### config.mk
export PLATFORM = sky130hd
export DESIGN_NAME = dbg_info_top
export DESIGN_NICKNAME = d
export VERILOG_FILES = /design/src/logic/dbg_info_pkg.sv /design/src/logic/dbg_info_top.sv /design/src/logic/dbg_fifo_read.sv /design/src/logic/dbg_snap_capture.sv /design/src/logic/dbg_ack_sync.sv
export SDC_FILE = /design/constraint.sdc
export NUM_CORES = 1
export LEC_CHECK = 0
export BUFFER_PORTS_ARGS = -buffer_cell sky130_fd_sc_hd__buf_2
export CORE_MARGIN = 2
export CORE_UTILIZATION = 54
export DETAILED_ROUTE_END_ITERATION = 10
export GPL_TIMING_DRIVEN = 0
export HOLD_SLACK_MARGIN = 0.05
export PLACE_DENSITY = 0.8
export SYNTH_ARGS = -nofsm -noshare
export SYNTH_HDL_FRONTEND = slang
export SYNTH_SLANG_ARGS = --single-unit
export TNS_END_PERCENT = 20
### constraint.sdc
create_clock -name dbginfo_clk -period 2.3 [get_ports dbginfo_clk]
set_clock_uncertainty 0.05 [all_clocks]
set_input_delay 0 -clock dbginfo_clk [delete_from_list [all_inputs] [get_ports dbginfo_clk]]
set_output_delay 0 -clock dbginfo_clk [all_outputs]
set_load 0.02 [all_outputs]
### src/logic/dbg_info_pkg.sv
// shared widths and types for the debug-info snapshot unit
// the record is 44 bits of L2 cache state above 293 bits of interconnect state
// read-out is six 64-bit words, the top 47 bits of word 5 are zero

`default_nettype none

package dbg_info_pkg;

  // ==========================================================
  // widths
  // ==========================================================
  localparam int DBG_CIU_WIDTH  = 293;
  localparam int DBG_L2C_WIDTH  = 44;
  localparam int DBG_SNAP_WIDTH = DBG_L2C_WIDTH + DBG_CIU_WIDTH;
  localparam int DBG_WORD_WIDTH = 64;

  // words per record, and record padded to whole words
  localparam int DBG_DEPTH      = 6;
  localparam int DBG_PAD_WIDTH  = DBG_WORD_WIDTH * DBG_DEPTH;

  // upper bound on acknowledge inputs
  localparam int DBG_MAX_CORES  = 4;

  // ==========================================================
  // vector types
  // ==========================================================
  // interconnect debug state
  typedef logic [DBG_CIU_WIDTH-1:0]  ciu_info_t;
  // L2 cache debug state
  typedef logic [DBG_L2C_WIDTH-1:0]  l2c_info_t;
  // one read-out word
  typedef logic [DBG_WORD_WIDTH-1:0] dbg_word_t;
  // read pointer, 0 to DBG_DEPTH-1
  typedef logic [2:0]                dbg_rptr_t;

  // ==========================================================
  // snapshot record
  // ==========================================================
  // l2c sits in the upper bits, ciu starts at bit 0
  typedef struct packed {
    l2c_info_t l2c;
    ciu_info_t ciu;
  } dbg_snap_t;

endpackage

`default_nettype wire
### src/logic/dbg_info_top.sv
// debug-info snapshot unit, top level
// one acknowledge level per core, each synchronized separately
// ciu_info and l2c_info must hold stable while any acknowledge is high
// runs directly on dbginfo_clk, no clock gating

`timescale 1ns/10ps
`default_nettype none

module dbg_info_top #(
  parameter int NUM_CORES = 2
) (
  input  logic                    dbginfo_clk,
  input  logic                    cpurst_b,
  // per-core stopped-for-debug levels, asynchronous
  input  logic [NUM_CORES-1:0]    dbg_ack_pc,
  input  dbg_info_pkg::ciu_info_t ciu_info,
  input  dbg_info_pkg::l2c_info_t l2c_info,
  // one-cycle read strobe from the debugger
  input  logic                    read_ren,
  output dbg_info_pkg::dbg_word_t dbgfifo2_data
);

  import dbg_info_pkg::*;

  // synchronized acknowledge levels, bit k from core k
  logic [NUM_CORES-1:0] ack_sync;
  // captured record
  dbg_snap_t            snap;

  // ==========================================================
  // acknowledge synchronizers
  // ==========================================================
  for (genvar k = 0; k < NUM_CORES; k++)
  begin : g_core
    dbg_ack_sync u_ack_sync (
      .dbginfo_clk (dbginfo_clk),
      .cpurst_b    (cpurst_b),
      .ack_in      (dbg_ack_pc[k]),
      .ack_sync    (ack_sync[k])
    );
  end

  // ==========================================================
  // record capture
  // ==========================================================
  dbg_snap_capture #(
    .NUM_CORES (NUM_CORES)
  ) u_snap_capture (
    .dbginfo_clk (dbginfo_clk),
    .cpurst_b    (cpurst_b),
    .ack_sync    (ack_sync),
    .ciu_info    (ciu_info),
    .l2c_info    (l2c_info),
    .snap        (snap)
  );

  // ==========================================================
  // word read-out
  // ==========================================================
  // debugger side, strobe may come every cycle
  dbg_fifo_read u_fifo_read (
    .dbginfo_clk   (dbginfo_clk),
    .cpurst_b      (cpurst_b),
    .snap          (snap),
    .read_ren      (read_ren),
    .dbgfifo2_data (dbgfifo2_data)
  );

endmodule

`default_nettype wire

### src/logic/dbg_fifo_read.sv
// word-wise read-out of the captured debug record
// one word per read strobe, one cycle latency, pointer wraps after the last word
// a new capture leaves the pointer where it is

`timescale 1ns/10ps
`default_nettype none

module dbg_fifo_read (
  input  logic                    dbginfo_clk,
  input  logic                    cpurst_b,
  input  dbg_info_pkg::dbg_snap_t snap,
  input  logic                    read_ren,
  output dbg_info_pkg::dbg_word_t dbgfifo2_data
);

  import dbg_info_pkg::*;

  // record zero-extended to whole words
  logic [DBG_PAD_WIDTH-1:0] snap_pad;
  // record split into words, word 0 at the bottom
  dbg_word_t                snap_word [DBG_DEPTH];
  // read pointer and its wrap condition
  dbg_rptr_t                rptr;
  logic                     rptr_last;

  // ==========================================================
  // padding and word split
  // ==========================================================
  // top bits of the last word read as zero
  assign snap_pad = {{(DBG_PAD_WIDTH-DBG_SNAP_WIDTH){1'b0}}, snap};

  for (genvar i = 0; i < DBG_DEPTH; i++)
  begin : g_word
    assign snap_word[i] = snap_pad[DBG_WORD_WIDTH*i +: DBG_WORD_WIDTH];
  end

  // ==========================================================
  // output register
  // ==========================================================
  always_ff @(posedge dbginfo_clk or negedge cpurst_b)
  begin
    if (!cpurst_b)
      dbgfifo2_data <= '0;
    else if (read_ren)
      dbgfifo2_data <= snap_word[rptr];
  end

  // ==========================================================
  // read pointer
  // ==========================================================
  assign rptr_last = (rptr == dbg_rptr_t'(DBG_DEPTH-1));

  always_ff @(posedge dbginfo_clk or negedge cpurst_b)
  begin
    if (!cpurst_b)
    begin
      rptr <= '0;
    end
    else if (read_ren)
    begin
      // back to word 0 after the last one
      if (rptr_last)
        rptr <= '0;
      else
        rptr <= rptr + 1'b1;
    end
  end

  // ==========================================================
  // checks
  // ==========================================================
  // strobe always driven, an unknown would corrupt the pointer
  a_ren_known: assert property (
    @(posedge dbginfo_clk) disable iff (!cpurst_b)
    !$isunknown(read_ren)
  );

endmodule

`default_nettype wire

### src/logic/dbg_snap_capture.sv
// captures one debug record on the first rise of the combined acknowledge
// inputs must hold stable while any acknowledge is high
// a core rising while another is already high does not recapture

`timescale 1ns/10ps
`default_nettype none

module dbg_snap_capture #(
  parameter int NUM_CORES = 2
) (
  input  logic                   dbginfo_clk,
  input  logic                   cpurst_b,
  input  logic [NUM_CORES-1:0]   ack_sync,
  input  dbg_info_pkg::ciu_info_t ciu_info,
  input  dbg_info_pkg::l2c_info_t l2c_info,
  output dbg_info_pkg::dbg_snap_t snap
);

  import dbg_info_pkg::*;

  // combined level and its delayed copy
  logic ack_any;
  logic ack_any_f;
  // one-cycle capture strobe
  logic record_pulse;

  // ==========================================================
  // edge detect on the combined acknowledge
  // ==========================================================
  // any stopped core counts
  assign ack_any = |ack_sync;

  always_ff @(posedge dbginfo_clk or negedge cpurst_b)
  begin
    if (!cpurst_b)
      ack_any_f <= 1'b0;
    else
      ack_any_f <= ack_any;
  end

  // rising edge only
  assign record_pulse = ack_any && !ack_any_f;

  // ==========================================================
  // snapshot register
  // ==========================================================
  always_ff @(posedge dbginfo_clk or negedge cpurst_b)
  begin
    if (!cpurst_b)
    begin
      snap <= '0;
    end
    else if (record_pulse)
    begin
      // l2c goes on top, ciu at the bottom
      snap.l2c <= l2c_info;
      snap.ciu <= ciu_info;
    end
  end

  // ==========================================================
  // checks
  // ==========================================================
  // captured info must be driven, not floating
  a_info_known: assert property (
    @(posedge dbginfo_clk) disable iff (!cpurst_b)
    record_pulse |-> !$isunknown({l2c_info, ciu_info})
  );

  // core count within what the debug block supports
  a_core_bound: assert property (
    @(posedge dbginfo_clk)
    (NUM_CORES >= 1) && (NUM_CORES <= DBG_MAX_CORES)
  );

endmodule

`default_nettype wire

### src/logic/dbg_ack_sync.sv
// two-flop synchronizer for one core's debug acknowledge level
// input is a level asynchronous to dbginfo_clk, output lags it by two edges
// pulses shorter than a clock period may be lost

`timescale 1ns/10ps
`default_nettype none

module dbg_ack_sync (
  input  logic dbginfo_clk,
  input  logic cpurst_b,
  input  logic ack_in,
  output logic ack_sync
);

  // first stage, may go metastable
  logic sync_q1;

  // ==========================================================
  // synchronizer stages
  // ==========================================================
  always_ff @(posedge dbginfo_clk or negedge cpurst_b)
  begin
    if (!cpurst_b)
    begin
      sync_q1  <= 1'b0;
      ack_sync <= 1'b0;
    end
    else
    begin
      // sample the raw level
      sync_q1  <= ack_in;
      // second stage gives the first a full cycle to settle
      ack_sync <= sync_q1;
    end
  end

  // ==========================================================
  // checks
  // ==========================================================
  // a stopped core holds its level, no single-cycle blips
  a_level_hold: assert property (
    @(posedge dbginfo_clk) disable iff (!cpurst_b)
    $changed(ack_sync) |=> $stable(ack_sync)
  );

endmodule

`default_nettype wire

# Word-level counts from Yosys, hierarchy flattened
# Index checks and enable logic that the tools add are counted.
# totals
input_bits	342
regBits	409
# op_classes
addsub	1
order_cmp	1
n_eq_ne	1
bitwise_logic	1
n_reduce_logical	3
mux	4
# op_table
cell	n
64-bit binary-select mux with 3-bit select	1
64-bit 2-to-1 mux	2
4-bit >= comparator, second input constant	1
3-bit NOT with 4-bit output	1
3-bit by 1-bit adder with 3-bit output, second input constant	1
3-bit == test, second input constant	1
3-bit 2-to-1 mux	1
2-bit OR reduction	1
1-bit logical AND	1
1-bit logical NOT	1

# Longest topological paths before layout
# depth
word_depth	4
depth_mapped	6
mapped_depth_nobuf	3

# Cells and area by module
# A second synthesis with hierarchy kept.
# unflattened
cells_unflattened	1263
area_unflattened_um2	18041.1
# by_module_without_submodules
mod	area_per_inst_um2	instances	seq_area_each_um2	cells_each
dbg_snap_capture	12953.7	1	8458.1	714
dbg_fifo_read	4987.3	1	1676.6	545
dbg_ack_sync	50.0	2	50.0	2

# Worst setup path after synthesis
# No wires, ideal clock.
# synth_path
path_type	flip-flop to flip-flop
start	reg u_fifo_read.rptr[0]
end	reg u_fifo_read.dbgfifo2_data[53]
arrival_ps	1477
path_stages_with_launch	5
path_slack_ps	647
t_required_ps	2124
period_less_slack_ps	1653
path_cell_list	dfrtp_1 buf_6 buf_6 mux4_2 a221o_1
# synth_via
elab_chain_cells	4
# synth_rtl
item	line_no	source
start: declaration	dbg_fifo_read.sv:23	dbg_rptr_t rptr;
start signal: assignment	dbg_fifo_read.sv:65	rptr <= rptr + 1'b1;
3-bit NOT with 4-bit output (not written as such)	dbg_fifo_read.sv:45	dbgfifo2_data <= snap_word[rptr];
64-bit binary-select mux with 3-bit select	dbg_fifo_read.sv:45	
64-bit 2-to-1 mux (not written as such) (2 in series)	dbg_fifo_read.sv:45	
end signal: assignment	dbg_fifo_read.sv:45	
end: declaration	dbg_fifo_read.sv:13	output dbg_info_pkg::dbg_word_t dbgfifo2_data
# Every way passes these cells. The select of a mux whose other input is x is not followed.
# A chain may end at the register's enable or synchronous reset.

# Worst setup path in the final report
# layout_path
start	reg u_fifo_read.rptr[1]
end	reg u_fifo_read.dbgfifo2_data[28]
# Same word-level chain as after synthesis.

==> impl_metrics.tcl <==
set metrics [dict create \
    status "complete, no violations" \
    synth_area_leaders "dfrtp_1 59%, mux2_2 20%, mux4_2 8.4%" \
    hold_viol 0 \
    antenna_found_initial 12 \
    clock_latency_ns 0.54 \
    critPathMaxFanout 10 \
    ys_ff_latch 409 \
    synth_top_area_share_pct 59.3 \
    clockRootBuffer "clkbuf_16" \
    reg2reg_to "u_fifo_read.dbgfifo2_data[28]" \
    holdCritPathClass "in2reg" \
    critPathKind "reg2reg" \
    io_pins 406 \
    maxCapViolations 0 \
    finalWorstPathRequiredPeriod_ns 2.25 \
    post-place-ws_ns 0.106 \
    gp_congestion 0.806 \
    worst_pin_slew_ns 0.923 \
    die_h_um 183 \
    timing.fmax_mhz 444 \
    seq_area_um2 10200 \
    first_pass_iters 5 \
    numCtsBuffers 43 \
    reg2reg_from "u_fifo_read.rptr[1]" \
    layout-drive-gt1-share_pct 48.1 \
    holdWs_ns 0.0980 \
    ys_warn_count 0 \
    via_per_inst 5.80 \
    fin_setup_tns_ns 0 \
    rows 65 \
    min_to "g_core[0].u_ack_sync.sync_q1" \
    worstRegToRegCells 4 \
    yosysTopAreaCell "dfrtp_1" \
    via_count 13300 \
    drv_slew 0 \
    final_cells 2299 \
    die_w_um 183 \
    syn-num-nets 1401 \
    worstSetupStartpointType "register" \
    rrSetupSlack_ns 0.05 \
    syn_inst 1059 \
    multi_input_area_um2 6460 \
    postCtsSetupBuffers 0 \
    hold_depth 2 \
    cts_buffer_depth 3 \
    rsz0062_at_grt "false" \
    drtIter0Drc 768 \
    synth_cell_types 22 \
    hp-start "dbg_ack_pc[0]" \
    timing.final.ws_setup_ns 0.0496 \
    cts.clk_slew.worst_paths_ns 0.07 \
    die_area_um2 33400 \
    dp_cells 1869 \
    p_leak_nw 11.2 \
    cts.sinks 409 \
    grt_max_degree 122 \
    drt-total-wl_um 58200 \
    relSlewSlack_pct 38.5 \
    post-route-period-util_pct 97.8 \
    grt_first_pass_wirelength_um 88100 \
    avgSynthCellArea_um2 16.3 \
    grt_pass1_vias 15200 \
    grt.overflow.total 0 \
    power_density_nw_per_um2 998 \
    crit_required_ns 2.68 \
    route.detailed.drc 0 \
    seq_area_frac_synth_pct 59.3 \
    cts_tree "built" \
    final_nets 2195 \
    cp.arrival_ns 2.63 \
    wl_per_cell_um 25.3 \
    area_growth_pct 43.3 \
    core_um2 31500 \
    ctsHtreeMaxLevel 2 \
    syn_area_um2 17200 \
    dp_hpwl_um 32700 \
    grt_usage_pct 35.2 \
    start_util_pct 54.8 \
    ir_drop_mv 0.714 \
    ant_nets 0 \
    setup_viol 0 \
    fillCellCount 1736 \
    port_buffers 405 \
    endpoint_kind "register" \
]
==> critical path, stage by stage (launching register included) <==
cell and delay [ns]:
dfrtp_1 0.31, buf_2 0.26, clkbuf_1 0.73, mux4_2 0.46, a221o_1 0.34
==> cell usage after synthesis <==
library cell and count:
buf_6 8, dfrtp_1 409, inv_1 17, mux2i_1 17, o221ai_1 17, nor2_1 1, nor4bb_1 1, mux2_2 308
nand2_1 19, nand2b_1 2, buf_2 14, nand3b_1 1, mux4_2 64, or2_1 1, a221o_1 47, nor2b_1 48
xor2_1 1, buf_4 34, mux2_1 30, clkbuf_1 16, buf_1 3, o21ai_0 1
==> metal layers <==
layer,global-route usage (%),part of all wire [%],vias to the layer above
li1,-,-,5518
met4,19.3,5.3,0
met5,0,0,-
met2,63.4,53,719
met3,6.01,6.2,242
met1,39.9,36,6844
==> power breakdown <==
| group | switching (mW) | leakage [nW] | total (mW) | internal, mW |
|---|---|---|---|---|
| Combinational | 3.81 | 5.70 | 7.77 | 3.96 |
| Clock | 3.00 | 0.695 | 7.09 | 4.10 |
| Sequential | 1.01 | 4.82 | 9.82 | 8.81 |
| Total | 7.81 | 11.2 | 24.7 | 16.9 |
==> flip-flops by register name, summed over array words and instances (netlist names) <==
| signal | count |
|---|---|
| g_core.u_ack_sync.ack_sync | 2 |
| u_fifo_read.dbgfifo2_data | 64 |
| g_core.u_ack_sync.sync_q1 | 2 |
| u_snap_capture.ack_any_f | 1 |
| u_snap_capture.snap | 337 |
| u_fifo_read.rptr | 3 |
==> worst max-delay path by stage <==
stage / from / endpoint / slack, ns / cells after the start
final: u_fifo_read.rptr[1] / u_fifo_read.dbgfifo2_data[28] / 0.05 / 4
after global routing: u_fifo_read.rptr[2] / u_fifo_read.dbgfifo2_data[8] / 0.009 / 5
after CTS: u_fifo_read.rptr[1] / u_fifo_read.dbgfifo2_data[29] / 0.12 / 5
after detailed placement: u_fifo_read.rptr[1] / u_fifo_read.dbgfifo2_data[29] / 0.11 / 5
after global placement: cpurst_b / u_snap_capture.snap[239] / -6.80 / 1
after floorplan: u_fifo_read.rptr[0] / u_fifo_read.dbgfifo2_data[53] / 0.65 / 4
==> what timing repair did <==
action                                 CTS  global route
endpoints found under the hold margin  740             0
hold buffers                           341             0
resized for setup                        0             2
setup endpoints to repair                0            10
==> final cells by class <==
| type | instances | area share [%] |
|---|---|---|
| clock buffer | 56 | 4.79 |
| tap | 402 | 2.03 |
| buffer | 75 | 1.97 |
| clock inverter | 21 | 0.906 |
| sequential | 409 | 41.4 |
| timing repair buffer | 749 | 22.4 |
| inverter | 17 | 0.258 |
| antenna | 12 | 0.121 |
| multi-input combinational | 558 | 26.1 |
==> kinds of logic after synthesis <==
logic type / count (synthesis) / share of synthesized area (%)
mux: 419 / 31.4
buf+inv: 92 / 3.19
compound gates: 65 / 3.62
xor+xnor: 1 / 0.0508
simple gates: 73 / 2.39
flops: 409 / 59.3
==> metrics by stage <==
stage,power (mW),utilization [%],area (um^2)
5_1_grt,25.6,78.5,24700
3_5_place_dp,16.7,63.1,19900
4_1_cts,24.2,78.5,24700
6_report,24.7,78.6,24700
2_1_floorplan,14.4,-,17200
3_3_place_gp,16.5,62.8,19800
==> placed cells by master (no fill, tap or decap) <==
cell type      synthesis  routed
buf_2                 14     418
dfrtp_1              409     409
dlygate4sd3_1          0     341
mux2_2               308     308
mux4_2                64      64
nor2b_1               48      48
a221o_1               47      47
clkbuf_16              0      43
buf_4                 34      34
mux2_1                30      30
clkbuf_1              16      22
nand2_1               19      19
inv_1                 17      17
mux2i_1               17      17
o221ai_1              17      17
diode_2                0      12
clkinv_2               0      11
buf_6                  8       8
clkbuf_8               0       6
bufinv_16              0       4
buf_1                  3       3
inv_6                  0       3
clkinvlp_4             0       3
buf_16                 0       3
nand2b_1               2       2
or2_1                  1       1
nor2_1                 1       1
xor2_1                 1       1
nor4bb_1               1       1
nand3b_1               1       1
clkbuf_2               0       1
o21ai_0                1       1
buf_8                  0       1
Power figures use the tool's default switching activity.
